$ cat src/common/dcache_pkg.sv
// Data cache shared geometry, field types, miss record and miss FSM states
`default_nettype none

package dcache_pkg;

	// Cache geometry, 8 KB in all
	localparam int num_sets = 32;
	localparam int num_ways = 4;
	localparam int line_bytes = 64;
	localparam int fifo_depth = 4;

	typedef logic [31:0] addr_t;
	typedef logic [20:0] tag_t;
	typedef logic [$clog2(num_sets)-1:0] set_idx_t;
	typedef logic [$clog2(num_ways)-1:0] way_idx_t;
	typedef logic [line_bytes*8-1:0] line_t;
	// Bit n enables byte n of the line
	typedef logic [line_bytes-1:0] byte_mask_t;
	// Tree state, decoded in pseudo_lru
	typedef logic [2:0] lru_bits_t;

	// One pending miss, queued between tag stage and miss controller
	typedef struct packed {
		tag_t victim_tag;
		tag_t req_tag;
		way_idx_t victim_way;
		set_idx_t set_idx;
		logic victim_dirty;
	} miss_rec_t;

	typedef enum logic [1:0] {
		idle,
		l2_write,
		l2_read
	} miss_state_t;

endpackage

`default_nettype wire

$ cat src/common/dcache_if.sv
// Internal data cache buses for hit lookup, miss enqueue and line fill
`timescale 1ns/10ps
`default_nettype none


interface miss_if import dcache_pkg::*; ();
	logic enqueue;
	miss_rec_t rec;

	modport source(output enqueue, rec);
	modport sink(input enqueue, rec);
endinterface


`default_nettype wire

$ cat src/dcache/miss_fifo.sv
// Miss FIFO, a small circular buffer of pending miss records
`timescale 1ns/10ps
`default_nettype none

module miss_fifo import dcache_pkg::*;
(
	input wire clk,
	input wire reset_i,
	miss_if.sink miss,
	output logic empty_o,
	input wire dequeue_i,
	output miss_rec_t head_o
);

	miss_rec_t entries [fifo_depth];
	logic [$clog2(fifo_depth)-1:0] wr_ptr;
	logic [$clog2(fifo_depth)-1:0] rd_ptr;
	logic [$clog2(fifo_depth):0] count;
	logic full;
	logic push;
	logic pop;

	assign full = int'(count) == fifo_depth;
	assign empty_o = count == '0;
	// Misses arriving when full are dropped, the core retries
	assign push = miss.enqueue && !full;
	assign pop = dequeue_i && !empty_o;
	assign head_o = entries[rd_ptr];

	always_ff @(posedge clk)
	begin
		if (push)
			entries[wr_ptr] <= miss.rec;
	end

	always_ff @(posedge clk)
	begin
		if (reset_i)
		begin
			wr_ptr <= '0;
			rd_ptr <= '0;
			count <= '0;
		end
		else
		begin
			if (push)
				wr_ptr <= wr_ptr + 1'b1;
			if (pop)
				rd_ptr <= rd_ptr + 1'b1;
			if (push && !pop)
				count <= count + 1'b1;
			else if (pop && !push)
				count <= count - 1'b1;
		end
	end

endmodule

`default_nettype wire

$ cat src/flat_wrapper.sv
// flat-port wrapper written by rule: the top's interface ports become plain ports
module miss_fifo_flat import dcache_pkg::*;
  (clk, reset_i, empty_o, dequeue_i, head_o, miss_enqueue, miss_rec);
  miss_if miss_i ();
  input wire clk;
  input wire reset_i;
  output logic empty_o;
  input wire dequeue_i;
  output miss_rec_t head_o;
  input wire logic [$bits(miss_i.enqueue)-1:0] miss_enqueue;
  input wire logic [$bits(miss_i.rec)-1:0] miss_rec;
  assign miss_i.enqueue = miss_enqueue;
  assign miss_i.rec = miss_rec;
  miss_fifo u_core (.clk(clk), .reset_i(reset_i), .miss(miss_i), .empty_o(empty_o), .dequeue_i(dequeue_i), .head_o(head_o));
endmodule
$ cat config.mk
export PLATFORM = sky130hd
export DESIGN_NAME = miss_fifo_flat
export DESIGN_NICKNAME = d
export VERILOG_FILES = /design/src/common/dcache_pkg.sv /design/src/common/dcache_if.sv /design/src/dcache/miss_fifo.sv /design/src/flat_wrapper.sv
export SDC_FILE = /design/constraint.sdc
export NUM_CORES = 1
export LEC_CHECK = 0
export BUFFER_PORTS_ARGS = -buffer_cell sky130_fd_sc_hd__buf_2
export CORE_MARGIN = 2
export CORE_UTILIZATION = 45
export DETAILED_ROUTE_END_ITERATION = 7
export PLACE_DENSITY = 0.71
export SYNTH_ARGS = -nofsm -noshare
export SYNTH_HDL_FRONTEND = slang
export SYNTH_SLANG_ARGS = --single-unit
$ cat constraint.sdc
create_clock -name clk -period 3.54 [get_ports clk]
set_input_delay 0.885 -clock clk [delete_from_list [all_inputs] [get_ports clk]]
set_output_delay 0.885 -clock clk [all_outputs]
set_load 0.005 [all_outputs]
# Word level (Yosys, flattened, before mapping)
# Memory sizes are Yosys's and may differ from the RTL's. A register that Yosys moved wholly into a read port is not among the register bits.
# Index checks and enable logic that the tools add are counted.
# op_classes
addsub,4
eq_ne,1
mux,6
n_reduce_logical,10
# op_table
op,count
$mux 3,2
$add 2x1->2 const B,2
$logic_and 1x1->1,4
$logic_not 1->1,4
$mux 2,2
$add 3x1->3 const B,1
$eq 3x3->1 const B,1
$logic_not 3->1,1
$sub 3x1->3 const B,1
$mux 1,2
$reduce_bool 2->1,1
# word_totals
ff_bits,7
ram_bits,200
input_bits,54
out_inout_bits,51
word_cells,25
mem_count,1
# mem_list
memory,words,width,rd,rd_clocked_by_memory_dff,write_ports,line_no,rtl
u_core.entries,4,50,1,1,1,miss_fifo.sv:15,miss_rec_t entries [fifo_depth];

# Longest topological paths before layout
# logic_depth
depth_word,7
ltp_mapped,8
ltp_nobuf,8

# Worst setup path before layout
# No wires, ideal clock.
# synth_timing
path_kind,in2reg
from,input miss_enqueue
to,memory u_core.entries[0][0] (netlist name) (enable)
t_arrival_ps,2340
t_required_ps,3127
setup_slack_ps,787
stages,2
cell_sequence,a21boi_4 and2_1
# synth_between
elab_chain_len,3
# synth_rtl
item,line_no,rtl
start: declaration,flat_wrapper.sv:10,input wire logic [$bits(miss_i.enqueue)-1:0] miss_enqueue;
$logic_and 1x1->1,miss_fifo.sv:26,assign push = miss.enqueue && !full;
$mux 1,miss_fifo.sv:32,if (push)
$mux 1 (not written as such),miss_fifo.sv:33,entries[wr_ptr] <= miss.rec;
end: declaration,miss_fifo.sv:15,
# Every way passes these cells.

==> flow_summary_export.csv <==
group,metric,value,unit
drt,vias,3483,
synth,ys_seq_area_frac,0.799,
cells_and_area,layout.nets,496,
synth,synth_area_leader_cell,"edfxtp_1",
status,outcome,"finished clean",
synth,postSynthAreaPerCell,25.1,um^2
clock_tree,insertion_delay,490,ps
cells_and_area,fillCellCount,1269,
die,num_rows,47,
power,p_sw,1.60,mW
placed_design,gp_congestion,0.663,
die,initial_core_util,0.464,
drt,drc,0,
setup_path,required,2650,ps
power,pwr-share-clk,0.345,
drt,postRouteAntennaNets,0,
synth,postSynthCellCount,309,
sta,fin_skew,13.9,ps
power,power.share.combinational,0.191,
drt,initialDrtViolationCount,169,
global_route,antenna_found_initial,2,
sta,drv_slew,0,
synth,ys_seq_elements,209,
clock_tree,root_buffer,"clkbuf_16",
drt,drt_pass1_iterations,4,
clock_tree,clock_sinks,209,
synth,synth_top_area_frac,0.775,
run,drv_cap,0,
hold_path,hold_class,"flop to flop",
synth,ys_warn_count,0,
power,power.leakage,3.15,nW
sta,fmax,0.319,GHz
global_route,grt_overflow,0,
synth,syn_nets,369,
global_route,grt_usage,0.154,
setup_path,cp.arrival,2250,ps
die,io_pins,105,
setup_path,critical_path.max_fanout,27,
setup_path,endpoint_kind,"output pin",
setup_path,critPathKind,"flop to output pin",
drt,wl_per_cell,20.2,um
global_route,grt_pass1_wl,21.3,mm
cells_and_area,syn_to_final_growth,19.6,%
sta,rsz0062_at_grt,"no",
placed_design,dp.cells,632,
power,netSwitchingFraction,0.234,
global_route,grt_pass1_vias,3864,
clock_tree,cts_buffers,22,
sta,fin_setup_tns,0,ps
clock_tree,cts_tree,"yes",
die,die_w,135,um
cells_and_area,layout_commonest_cell,"edfxtp_1",
power,seq_power_share,0.464,
clock_tree,clockBufferDepth,3,
clock_tree,h-tree-depth,1,
power,power.internal,5.25,mW
setup_path,r2r_slack,1290,ps
placed_design,io_buffer_count,104,
cells_and_area,fin_cells,670,
clock_tree,cts_setup_buffers,0,
cells_and_area,final_cell_mix,"edfxtp_1, buf_2, mux4_2, clkbuf_16, buf_4",
power,power_density,739,mW/mm^2
global_route,grt_max_degree,41,
cells_and_area,n_antenna_cell,0,
placed_design,hpwl,8.32,mm
setup_path,setup.worst_path.start_class,"flop",
sta,worst_slew_pin_slew,613,ps
drt,drt_wl_total,13.5,mm
power,max-vdd-ir-drop,0.000375,V
sta,finalCritPeriodShare,0.884,
clock_tree,post_cts_resized,0,
die,fp.dieH,135,um
sta,hold_viol_final,0,
synth,synthTopCellsByArea,"edfxtp_1, mux4_2, dfxtp_1, buf_12, ha_1",
die,die-area,0.0183,mm^2
sta,setup_violations,0,
sta,relSlewSlack,0.591,
clock_tree,clk_pin_slew_worst_paths,60,ps
die,coreArea,0.0167,mm^2
cells_and_area,layout-drive-gt1-share,0.451,
clock_tree,hold_buffers,0,
synth,syn_area,0.00774,mm^2
sta,fin_crit,3130,ps
drt,viasPerCell,5.20,
synth,synth.distinct_cells,24,
==> per-stage QoR <==
step,power (mW),util,hold WS [ps],setup slack (ps),area [um^2]
2_1_floorplan,4.12,-,482,787,7740
3_3_place_gp,4.54,0.510,491,858,8510
3_5_place_dp,4.57,0.510,510,845,8510
4_1_cts,6.95,0.555,526,315,9270
5_1_grt,7.18,0.555,588,216,9270
6_report,6.85,0.555,533,410,9270
==> layout make-up <==
type	instances	area [um^2]	share of cell area
clock buffers	31	626	0.0675
clock inverters	7	131	0.0142
inverters	3	11.3	0.00122
multi-input cells	84	1410	0.152
flip-flops and latches	209	6190	0.668
well taps	220	275	0.0297
repair buffers	116	623	0.0672
==> flip-flops by register name (all words and copies together), names as in the netlist, named ones only <==
signal          count
u_core.entries    200
u_core.count        3
u_core.rd_ptr       2
u_core.wr_ptr       2
==> synthesized netlist by cell type <==
cell type,count
a21boi_4,1
a21oi_1,1
and2_1,4
buf_1,1
buf_12,5
buf_2,5
buf_6,1
clkbuf_1,1
dfxtp_1,9
edfxtp_1,200
fa_1,1
ha_1,5
inv_1,3
mux2_1,1
mux2i_1,2
mux4_2,50
nand2b_1,2
nor2_1,8
nor3_1,1
o21ai_0,1
o311ai_1,1
o31ai_2,1
or3_1,1
xor2_1,4
==> power by group through the flow <==
stage	sequential, mW	combinational (mW)	clock (mW)
global placement	3.22	1.32	0
finish	3.18	1.31	2.37
global route	3.22	1.43	2.53
detailed placement	3.24	1.33	0
floorplan	3.12	1.00	0
CTS	3.19	1.34	2.42
==> worst max-delay path, cell delays in order, from the launching register on <==
cell     delay (ps)
dfxtp_4         720
buf_4           350
mux4_2          550
buf_2           140
==> logic make-up (layout without fill, tap and decap cells) <==
kind of cell / Yosys count / in the layout / synth area share
adder cells (fa/ha/maj): 6 / 6 / 0.0107
AND/OR/NAND/NOR: 16 / 16 / 0.0102
buffers and inverters: 16 / 157 / 0.0200
multiplexers: 53 / 53 / 0.149
flip-flops: 209 / 209 / 0.799
AO/OA/AOI/OAI: 5 / 5 / 0.00646
XOR/XNOR: 4 / 4 / 0.00452
==> worst paths after layout <==
check | from | to | cells after the start
worst max-delay path | flop | head_o[28] | 3
worst min-delay path | u_core.rd_ptr[1]$_SDFFE_PP0P_ | flop | 2
worst max register to register | u_core.count[0]$_SDFFE_PP0P_ | u_core.count[2]$_SDFFE_PP0P_ | 8
worst min register to register | u_core.rd_ptr[1]$_SDFFE_PP0P_ | flop | 2
==> metal layers <==
metal | part of all wire | global-route usage | vias up
li1 | - | - | 1561
met1 | 0.42 | 0.201 | 1801
met2 | 0.50 | 0.262 | 97
met3 | 0.063 | 0.0408 | 22
met4 | 0.014 | 0.0382 | 2
met5 | 0.0011 | 0 | -
Note: power is estimated with default switching activity, not from simulation.
