`src/common/dcache_pkg.sv`:
```
// Data cache shared geometry, field types, miss record and miss FSM states
`default_nettype none

package dcache_pkg;

	// Cache geometry, 8 KB in all
	localparam int num_sets = 32;
	localparam int num_ways = 4;
	localparam int line_bytes = 64;
	localparam int fifo_depth = 4;

	typedef logic [31:0] addr_t;
	typedef logic [20:0] tag_t;
	typedef logic [$clog2(num_sets)-1:0] set_idx_t;
	typedef logic [$clog2(num_ways)-1:0] way_idx_t;
	typedef logic [line_bytes*8-1:0] line_t;
	// Bit n enables byte n of the line
	typedef logic [line_bytes-1:0] byte_mask_t;
	// Tree state, decoded in pseudo_lru
	typedef logic [2:0] lru_bits_t;

	// One pending miss, queued between tag stage and miss controller
	typedef struct packed {
		tag_t victim_tag;
		tag_t req_tag;
		way_idx_t victim_way;
		set_idx_t set_idx;
		logic victim_dirty;
	} miss_rec_t;

	typedef enum logic [1:0] {
		idle,
		l2_write,
		l2_read
	} miss_state_t;

endpackage

`default_nettype wire

```
`src/common/dcache_if.sv`:
```
// Internal data cache buses for hit lookup, miss enqueue and line fill
`timescale 1ns/10ps
`default_nettype none

// Hit from tag stage to data stage, one cycle after the access
interface lookup_if import dcache_pkg::*; ();
	logic hit_valid;
	logic write;
	way_idx_t way;
	set_idx_t set_idx;
	line_t wdata;
	byte_mask_t mask;

	modport source(output hit_valid, write, way, set_idx, wdata, mask);
	modport sink(input hit_valid, write, way, set_idx, wdata, mask);
endinterface

interface miss_if import dcache_pkg::*; ();
	logic enqueue;
	miss_rec_t rec;

	modport source(output enqueue, rec);
	modport sink(input enqueue, rec);
endinterface

// Driven by the miss controller, except the victim line
interface fill_if import dcache_pkg::*; ();
	set_idx_t set_idx;
	way_idx_t way;
	logic line_write;
	line_t fill_line;
	line_t victim_line;
	logic fill_start;
	logic fill_done;
	tag_t fill_tag;

	modport source(output set_idx, way, line_write, fill_line, fill_start, fill_done, fill_tag,
		input victim_line);
	modport line_xfer(input set_idx, way, line_write, fill_line, output victim_line);
	modport bookkeep(input set_idx, way, fill_start, fill_done, fill_tag);
endinterface

`default_nettype wire

```
`src/dcache/pseudo_lru.sv`:
```
// Tree pseudo-LRU for four ways, picks the victim and updates the tree bits
`timescale 1ns/10ps
`default_nettype none

module pseudo_lru import dcache_pkg::*;
(
	input wire lru_bits_t lru_bits_i,
	input wire way_idx_t access_way_i,
	output way_idx_t victim_way_o,
	output lru_bits_t lru_bits_o
);

	// Bit 0 picks the pair, bit 1 or bit 2 the way within it
	always_comb
	begin
		if (lru_bits_i[0])
			victim_way_o = {1'b1, lru_bits_i[2]};
		else
			victim_way_o = {1'b0, lru_bits_i[1]};
	end

	// Point every bit on the accessed path away from that way
	always_comb
	begin
		lru_bits_o = lru_bits_i;
		if (access_way_i[1])
		begin
			lru_bits_o[0] = 1'b0;
			lru_bits_o[2] = !access_way_i[0];
		end
		else
		begin
			lru_bits_o[0] = 1'b1;
			lru_bits_o[1] = !access_way_i[0];
		end
	end

endmodule

`default_nettype wire

```
`src/dcache/dcache_tag_stage.sv`:
```
// Data cache tag stage with tag, valid, dirty and LRU state, hit check and miss records
`timescale 1ns/10ps
`default_nettype none

module dcache_tag_stage import dcache_pkg::*;
(
	input wire clk,
	input wire reset_i,
	input wire addr_t address_i,
	input wire access_i,
	input wire write_i,
	input wire byte_mask_t write_mask_i,
	input wire line_t data_i,
	output logic cache_hit_o,
	lookup_if.source lookup,
	miss_if.source miss,
	fill_if.bookkeep fill
);

	set_idx_t req_set;
	tag_t req_tag;

	// Per-way state, indexed by set
	tag_t tag_mem [num_ways][num_sets];
	logic [num_sets-1:0] valid_q [num_ways];
	logic [num_sets-1:0] dirty_q [num_ways];
	lru_bits_t lru_q [num_sets];

	// Request and set contents as seen in cycle 1
	logic access_q;
	logic write_q;
	set_idx_t set_q;
	tag_t tag_q;
	line_t data_q;
	byte_mask_t mask_q;
	tag_t tag_rd [num_ways];
	logic [num_ways-1:0] valid_rd;
	lru_bits_t lru_rd;

	logic [num_ways-1:0] way_hit;
	logic hit_any;
	way_idx_t hit_way;
	way_idx_t victim_way;
	way_idx_t touch_way;
	lru_bits_t lru_next;

	assign req_set = address_i[10:6];
	assign req_tag = address_i[31:11];

	always_ff @(posedge clk)
	begin
		for (int w = 0; w < num_ways; w++)
		begin
			tag_rd[w] <= tag_mem[w][req_set];
			valid_rd[w] <= valid_q[w][req_set];
		end
		// Back-to-back access to one set sees the pending LRU update
		if (access_q && set_q == req_set)
			lru_rd <= lru_next;
		else
			lru_rd <= lru_q[req_set];
		write_q <= write_i;
		set_q <= req_set;
		tag_q <= req_tag;
		data_q <= data_i;
		mask_q <= write_mask_i;
	end

	always_ff @(posedge clk)
	begin
		if (reset_i)
			access_q <= 1'b0;
		else
			access_q <= access_i;
	end

	// Tag compare, lowest matching way wins
	always_comb
	begin
		hit_way = '0;
		for (int w = num_ways - 1; w >= 0; w--)
		begin
			way_hit[w] = valid_rd[w] && tag_rd[w] == tag_q;
			if (way_hit[w])
				hit_way = way_idx_t'(w);
		end
	end

	assign hit_any = |way_hit;
	assign cache_hit_o = access_q && hit_any;
	// A missed victim becomes most recently used too
	assign touch_way = hit_any ? hit_way : victim_way;

	pseudo_lru lru_i (
		.lru_bits_i(lru_rd),
		.access_way_i(touch_way),
		.victim_way_o(victim_way),
		.lru_bits_o(lru_next)
	);

	assign lookup.hit_valid = cache_hit_o;
	assign lookup.write = write_q;
	assign lookup.way = hit_way;
	assign lookup.set_idx = set_q;
	assign lookup.wdata = data_q;
	assign lookup.mask = mask_q;

	assign miss.enqueue = access_q && !hit_any;
	assign miss.rec = '{
		victim_tag: tag_rd[victim_way],
		req_tag: tag_q,
		victim_way: victim_way,
		set_idx: set_q,
		victim_dirty: valid_rd[victim_way] && dirty_q[victim_way][set_q]
	};

	always_ff @(posedge clk)
	begin
		if (reset_i)
		begin
			for (int w = 0; w < num_ways; w++)
			begin
				valid_q[w] <= '0;
				dirty_q[w] <= '0;
			end
			for (int s = 0; s < num_sets; s++)
				lru_q[s] <= '0;
		end
		else
		begin
			if (access_q)
				lru_q[set_q] <= lru_next;
			if (cache_hit_o && write_q)
				dirty_q[hit_way][set_q] <= 1'b1;
			// Way is unusable while its line is being replaced
			if (fill.fill_start)
				valid_q[fill.way][fill.set_idx] <= 1'b0;
			if (fill.fill_done)
			begin
				valid_q[fill.way][fill.set_idx] <= 1'b1;
				dirty_q[fill.way][fill.set_idx] <= 1'b0;
			end
		end
	end

	always_ff @(posedge clk)
	begin
		if (fill.fill_done)
			tag_mem[fill.way][fill.set_idx] <= fill.fill_tag;
	end

endmodule

`default_nettype wire

```
`src/flat_wrapper.sv`:
```
// flat-port wrapper written by rule: the top's interface ports become plain ports
module dcache_tag_stage_flat import dcache_pkg::*;
  (clk, reset_i, address_i, access_i, write_i, write_mask_i, data_i, cache_hit_o, lookup_hit_valid, lookup_write, lookup_way, lookup_set_idx, lookup_wdata, lookup_mask, miss_enqueue, miss_rec, fill_set_idx, fill_way, fill_fill_start, fill_fill_done, fill_fill_tag);
  lookup_if lookup_i ();
  miss_if miss_i ();
  fill_if fill_i ();
  input wire clk;
  input wire reset_i;
  input wire addr_t address_i;
  input wire access_i;
  input wire write_i;
  input wire byte_mask_t write_mask_i;
  input wire line_t data_i;
  output logic cache_hit_o;
  output wire logic [$bits(lookup_i.hit_valid)-1:0] lookup_hit_valid;
  output wire logic [$bits(lookup_i.write)-1:0] lookup_write;
  output wire logic [$bits(lookup_i.way)-1:0] lookup_way;
  output wire logic [$bits(lookup_i.set_idx)-1:0] lookup_set_idx;
  output wire logic [$bits(lookup_i.wdata)-1:0] lookup_wdata;
  output wire logic [$bits(lookup_i.mask)-1:0] lookup_mask;
  output wire logic [$bits(miss_i.enqueue)-1:0] miss_enqueue;
  output wire logic [$bits(miss_i.rec)-1:0] miss_rec;
  input wire logic [$bits(fill_i.set_idx)-1:0] fill_set_idx;
  input wire logic [$bits(fill_i.way)-1:0] fill_way;
  input wire logic [$bits(fill_i.fill_start)-1:0] fill_fill_start;
  input wire logic [$bits(fill_i.fill_done)-1:0] fill_fill_done;
  input wire logic [$bits(fill_i.fill_tag)-1:0] fill_fill_tag;
  assign lookup_hit_valid = lookup_i.hit_valid;
  assign lookup_write = lookup_i.write;
  assign lookup_way = lookup_i.way;
  assign lookup_set_idx = lookup_i.set_idx;
  assign lookup_wdata = lookup_i.wdata;
  assign lookup_mask = lookup_i.mask;
  assign miss_enqueue = miss_i.enqueue;
  assign miss_rec = miss_i.rec;
  assign fill_i.set_idx = fill_set_idx;
  assign fill_i.way = fill_way;
  assign fill_i.fill_start = fill_fill_start;
  assign fill_i.fill_done = fill_fill_done;
  assign fill_i.fill_tag = fill_fill_tag;
  dcache_tag_stage u_core (.clk(clk), .reset_i(reset_i), .address_i(address_i), .access_i(access_i), .write_i(write_i), .write_mask_i(write_mask_i), .data_i(data_i), .cache_hit_o(cache_hit_o), .lookup(lookup_i), .miss(miss_i), .fill(fill_i));
endmodule
```
`config.mk`:
```
export PLATFORM = sky130hd
export DESIGN_NAME = dcache_tag_stage_flat
export DESIGN_NICKNAME = d
export VERILOG_FILES = /design/src/common/dcache_pkg.sv /design/src/common/dcache_if.sv /design/src/dcache/pseudo_lru.sv /design/src/dcache/dcache_tag_stage.sv /design/src/flat_wrapper.sv
export SDC_FILE = /design/constraint.sdc
export NUM_CORES = 2
export LEC_CHECK = 0
export BUFFER_PORTS_ARGS = -buffer_cell sky130_fd_sc_hd__buf_4
export CAP_MARGIN = 5
export CORE_MARGIN = 10
export CORE_UTILIZATION = 58
export CTS_CLUSTER_SIZE = 25
export DETAILED_ROUTE_END_ITERATION = 7
export GPL_ROUTABILITY_DRIVEN = 1
export PLACE_DENSITY_LB_ADDON = 0.08
export SLEW_MARGIN = 20
export SYNTH_ARGS = -nofsm -noshare
export SYNTH_HDL_FRONTEND = slang
export SYNTH_HIERARCHICAL = 1
export SYNTH_SLANG_ARGS = --single-unit
```
`constraint.sdc`:
```
create_clock -name clk -period 3.2 [get_ports clk]
set_input_delay 0.16 -clock clk [delete_from_list [all_inputs] [get_ports clk]]
set_output_delay 0.16 -clock clk [all_outputs]
set_load 0.02 [all_outputs]
```
==> impl.org, run 1 <==
** Status
- Result of the run :: aborted with a tool error
- It got as far as 5_1_grt and failed there.
- First reported error :: [ERROR GRT-0232] Routing congestion too high. Check the congestion heatmap in the GUI.

** Synth
- Counting flops with a built-in enable in the synthesized netlist gives around 2900.
- Counting flops and latches in the post-synthesis netlist gives roughly 3700.
- Multiplexer cells account for between 15 and 20% of the synthesized area.
- Sequential cells were found to cover 76.8% of the synthesized design area.
- Arithmetic-cell share of the synthesized area counting full adders, half adders and majority gates :: 0%
- The netlist uses 60 different library cells.
- Yosys printed 6 warnings.
- Cell area after synthesis :: between 100000 and 150000 sq um
- By area, the combinational part of the netlist is dominated by multiplexers.
- Area fraction in compound gates after synthesis :: around 1.5%
- Of the total synthesized cell area, the portion taken by XOR and XNOR cells is 0.576%.
- Post-Syn Area per Cell :: 21.0 sq um
- Cell count after synthesis :: around 6500
- FFs w/ async S/R, synth :: 0%
- Mapped Nets :: around 7100
- Among all flip-flop cells after synthesis, the most frequent one is sky130_fd_sc_hd__edfxtp_1.
- Post-synthesis share of cell area spent on and, or, nand and nor gates :: slightly below 3%

** CTS
- No sink is reached through more buffers than the 4 on the longest clock path.
- The tree built by TritonCTS fans out to approximately 3700 sinks.
- H-tree depth reported by CTS :: 5
- Buffers inserted during clock tree synthesis total about 370.
- CTS Root Buffer Type :: sky130_fd_sc_hd__clkbuf_16

** STA
- In the global-route stage, repair_timing last flagged the worst endpoint as miss_rec[0].
- After the last repair the worst path ends at a top-level output.

** Global routing
- Residual overflow from global routing :: 18
- In the global route stage, overall resource usage came out at between 70% and 80%.
- Pin count of the biggest net entering global routing :: ~110

** Floorplanning
- In this run the horizontal extent of the chip is slightly above 500 um.
- Floorplan die height :: slightly above 500 um
- I/O pin count :: ~1300
- The initialized floorplan defines between 150 and 200 standard-cell rows.
- Effective utilization at floorplan :: about three fifths

** Placement
- Global placement routability congestion :: between 1 and 1.5
- Count of input and output buffers :: between 1000 and 1500
- Post-DP HPWL :: 474000 um
- The number of placed instances, taps included, is 10700.
- At the placement stage, the worst setup path has a slack of 0.0173 ns.
cell usage after synthesis, types with 53 or more instances:
cell / number / share of area (%)
sky130_fd_sc_hd__and2_1: 57 / 0.26
sky130_fd_sc_hd__xor2_1: 53 / 0.34
sky130_fd_sc_hd__nor2_1: 294 / 0.82
sky130_fd_sc_hd__nand3_1: 71 / 0.26
sky130_fd_sc_hd__o21ai_0: 155 / 0.57
sky130_fd_sc_hd__nor4_1: 53 / 0.25
sky130_fd_sc_hd__clkbuf_1: 247 / 0.69
sky130_fd_sc_hd__mux4_2: 962 / 16
sky130_fd_sc_hd__a21oi_1: 54 / 0.20
sky130_fd_sc_hd__edfxtp_1: 2912 / 65
sky130_fd_sc_hd__mux2_2: 89 / 0.74
sky130_fd_sc_hd__nand2_1: 137 / 0.38
sky130_fd_sc_hd__dfxtp_1: 823 / 12
sky130_fd_sc_hd__buf_2: 69 / 0.26
metrics by stage:
stage,TNS (ns),cell area [sq um]
floorplan,0,135000
global placement,0,151000
detailed placement,0,151000
CTS,-1.15,176000
repair_timing:
action | 4_1_cts
setup buffers | 23
cloned | 6
endpoints found under the hold margin | 2066
pin swaps | 23
gates resized for setup | 131
setup endpoints to repair | 98
hold buffers | 1186
cells by family after synthesis:
family | count (synthesis)
mux | 1059
flops | 3735
simple gates | 814
xor+xnor | 89
compound gates | 335
buf+inv | 418
metal layers:
metal,overflow,track usage (%)
met1,3,72.2
met2,7,84.2
met3,1,58.0
met4,7,61.2
met5,0,44.2
==> inputs of run 2 (changes only) <==
- CORE_UTILIZATION: 58 -> 40
- CTS_CLUSTER_SIZE: 25 -> not set
- PLACE_DENSITY_LB_ADDON: 0.08 -> 0.15
==> impl.org, run 2 <==
** CTS
- Buffers inserted during clock tree synthesis total 400.
- The clock tree synthesis step divided the H-tree into 5 levels.
- Clock-pin slew was measured on the worst setup and hold paths at about 0.060 ns.
- Clock tree from TritonCTS :: yes
- Max Buffers Root-to-Sink :: 4
- Counting every sink on the clock net gives around 3700.
- Clock tree synthesis selected as its root buffer the cell sky130_fd_sc_hd__clkbuf_16.
- The clock reaches the later pin of the worst-skew pair after between 0.9 and 1 ns.

** Cells and area
- In the final design database the tool counted 10000 nets.
- The post-route netlist has approximately 37% of its cells at a drive strength greater than 1.
- Most common cell after layout, fill and taps aside :: sky130_fd_sc_hd__edfxtp_1
- From synthesis to final layout, the design area changed by 32.7%.
- Commonest non-fill, non-tap cells in the layout :: sky130_fd_sc_hd__edfxtp_1 (2912), sky130_fd_sc_hd__buf_4 (1608), sky130_fd_sc_hd__dlygate4sd3_1 (1208)
- The register with the most flip-flops in the final layout is u_core/tag_mem.
- Fill cells in the final layout number roughly 26000.
- Sequential cell area :: slightly above 100000 sq um
- Combined area of the multi-input logic cells :: between 30000 and 40000 sq um
- Flip-flop count of the largest register after layout :: roughly 2700

** STA
- Pins Over Slew Limit :: 0
- The final critical path takes up 114% of the cycle.
- The final hold violation count came to 0.
- Worst slew pin tran :: about 1.1 ns
- The clock arrives with about 0.043 ns of skew.
- Worst hold slack :: approximately 0.045 ns
- Setup TNS :: -1.92 ns
- The worst pin sits at a relative slew slack of about a quarter.
- Unrepaired setup endpoints after global routing :: yes
- After layout, the worst setup slack is -0.452 ns.
- Final count of negative-setup-slack endpoints :: 12
- For the finished layout, the period the worst path requires is roughly 3.7 ns.
- Derived from the worst setup path, the maximum achievable clock frequency is around 0.27 GHz.

** Placement
- Routability-driven placement finished with a final weighted congestion of about 0.95.
- After legalization and detailed placement, the total HPWL measured between 300000 and 400000 um.
- Setup slack after placement :: roughly 0.012 ns
- Count of input and output buffers :: between 1000 and 1500

** Power
- Worst IR Drop VDD :: roughly 430 uV
- Sequential group share of total power :: 48.8%
- Dividing total power by cell area gives a power density of between 600 and 700 nW/um^2.
- For this design the static power due to leakage is approximately 62 nW.
- Combinational fraction of design power :: under 10%
- Clock share of power :: ~43%
- Internal power comes to 0.0844 W.
- For this design the total switching power over the nets is between 0.02 and 0.03 W.
- Net switching is about 23% of the power.

** Critical path
- Critical path launch point type :: flop
- Critical path required time :: roughly 3 ns
- The worst register-to-register path has a setup slack of around 0.040 ns.
- Data arrival time at the worst-slack endpoint :: roughly 3.5 ns
- Of all nets on the critical path, the largest fanout is 5.
- Critical path class :: flop to output pin
- Endpoint kind of the worst setup timing path :: output pin

** Floorplanning
- Die boundary width :: 602 um
- I/O pin count :: between 1000 and 1500
- The die covers approximately 360000 sq um.
- Effective utilization at floorplan :: 40.2%
- The floorplan has about 210 rows.
- Floorplan die height :: approximately 600 um
- The floorplan step defined a core boundary enclosing between 300000 and 400000 sq um.

** Detailed routing
- Via-per-instance ratio :: between 5 and 6
- DR iter-0 viols :: between 8000 and 9000
- Remaining design rule violation count :: 0
- After detailed routing, the total wire length is between 500000 and 600000 um.
- WL/cell :: 35.7 um
- Once detail routing completed, the nets flagged for antenna violations numbered 0.
- Routed vias :: about 80000
- For this run, the detailed router's first-pass iteration total came to 6.

** Synth
- Largest cells by area after synthesis :: sky130_fd_sc_hd__edfxtp_1 (65%), sky130_fd_sc_hd__mux4_2 (16%), sky130_fd_sc_hd__dfxtp_1 (12%)
- After synthesis, flip-flops and latches occupy between 70 and 80% of the total area.
- The number of nets in the synthesized netlist is between 7000 and 8000.
- Yosys top cell by area :: sky130_fd_sc_hd__edfxtp_1
- Cell count after synthesis :: ~6500
- Total number of yosys warnings :: 6
- Cell area after synthesis :: about 140000 sq um
- Main synth FF type :: sky130_fd_sc_hd__edfxtp_1
- FFs w/ async S/R, synth :: 0%
- In this run the biggest area consumer among cell types represents around 65% of the synthesized area.
- Averaged over all synthesized cells, the footprint is 21.0 sq um.
- The number of different library cells used by synthesis comes to 60.
- By count the netlist is led by sky130_fd_sc_hd__edfxtp_1 (2912), sky130_fd_sc_hd__mux4_2 (962), sky130_fd_sc_hd__dfxtp_1 (823).
- Post-synthesis sequential element count :: ~3700
- Among all cell types in the netlist, the one instantiated most often is sky130_fd_sc_hd__edfxtp_1.
- Number of flops mapped to enable cells by yosys :: a little under 3000

** Global routing
- Met2 global-route usage :: 44.4%
- Entering global routing, the biggest net connects 129 pins.
- Overall routing resource usage :: around 27%
- Number of global-route vias before repair :: 79800
- Antenna violations before repair :: about 100
- M1 GR Usage :: between 30 and 40%
- Global-route track usage on met3 :: under 10%
- Global routing finished with a remaining overflow of 0.
- Global-route wire length before repair :: between 600000 and 700000 um
- The layer flagged by global routing as most heavily used is met2.

** Flow run
- The tool flagged a number of max-cap violations equal to 0.

** Hold path
- Hold Crit Class :: primary input to flop

** Status
- Failing checks :: negative setup slack
- The flow ran to the end, but the final reports show violations.
run 2: cell counts after synthesis:
Identical to the previous run, type by type.
run 2: final cells by class:
type	count	share of cell area, %
diodes	43	0.0600
multi-input cells	2297	16.8
clock inverters	221	1.21
well taps	4515	3.15
flip-flops and latches	3735	57.9
repair buffers	2923	14.6
inverters	29	0.0634
clock buffers	519	6.14
run 2: worst paths after layout:
| check | from | to | cells after the start |
|---|---|---|---|
| setup / recovery | u_core/lru_rd[0] | miss_rec[0] | 10 |
| hold / removal | write_mask_i[60] | u_core/lookup.mask[60] | 2 |
| setup reg to reg | u_core/tag_q[1] | u_core/lru_q[1][1] | 11 |
| hold reg to reg | u_core/dirty_q[1][21] | u_core/dirty_q[1][21] | 2 |
run 2: kinds of logic after synthesis:
group / Yosys count / synth area share, %
flops: 3735 / 76.8
mux: 1059 / 16.8
simple gates: 814 / 2.89
buf+inv: 418 / 1.35
compound gates: 335 / 1.54
xor+xnor: 89 / 0.576
run 2: power groups by stage:
stage | Sequential (W) | Combinational (W) | Clock, W
floorplan | 0.0548 | 0.00305 | 0
global placement | 0.0546 | 0.00813 | 0
detailed placement | 0.0546 | 0.00816 | 0
CTS | 0.0536 | 0.00961 | 0.0475
global route | 0.0536 | 0.00993 | 0.0493
finish | 0.0536 | 0.00960 | 0.0466
run 2: critical path, cell delays in order, from the launching register on:
cell	delay [ns]
sky130_fd_sc_hd__dfxtp_4	0.35
sky130_fd_sc_hd__mux2_4	0.35
sky130_fd_sc_hd__buf_12	0.15
sky130_fd_sc_hd__buf_6	0.11
sky130_fd_sc_hd__mux4_2	0.41
sky130_fd_sc_hd__mux2i_1	0.15
sky130_fd_sc_hd__or3_1	0.15
sky130_fd_sc_hd__nand4_1	0.14
sky130_fd_sc_hd__a2111oi_4	0.37
sky130_fd_sc_hd__a21boi_4	0.17
sky130_fd_sc_hd__buf_6	0.17
run 2: timing repair:
item                                     CTS  global route
endpoints found under the hold margin   2199             0
gates resized for setup                   80            37
gates cloned                               2             0
hold buffers                            1208             0
pin swaps                                 14            15
setup buffers                             17             3
endpoints found under the setup margin    27            76
run 2: routing by layer:
metal | share of wire, % | up-vias
li1 | - | 32200
met1 | 41 | 42400
met2 | 48 | 3663
met3 | 7.3 | 712
met4 | 3.8 | 14
met5 | 0.019 | -
run 2: per-stage QoR:
| step | utilization (%) | instances | total power (W) | area (sq um) |
|---|---|---|---|---|
| 2_1_floorplan | - | 6450 | 0.0579 | 135000 |
| 6_report | 53.3 | 14300 | 0.110 | 179000 |
| 5_1_grt | 53.3 | 14300 | 0.113 | 179000 |
| 4_1_cts | 53.2 | 14200 | 0.111 | 179000 |
| 3_3_place_gp | 45.6 | 12300 | 0.0627 | 153000 |
| 3_5_place_dp | 45.6 | 12300 | 0.0628 | 153000 |
No activity file was read; power rests on OpenSTA's default activity.
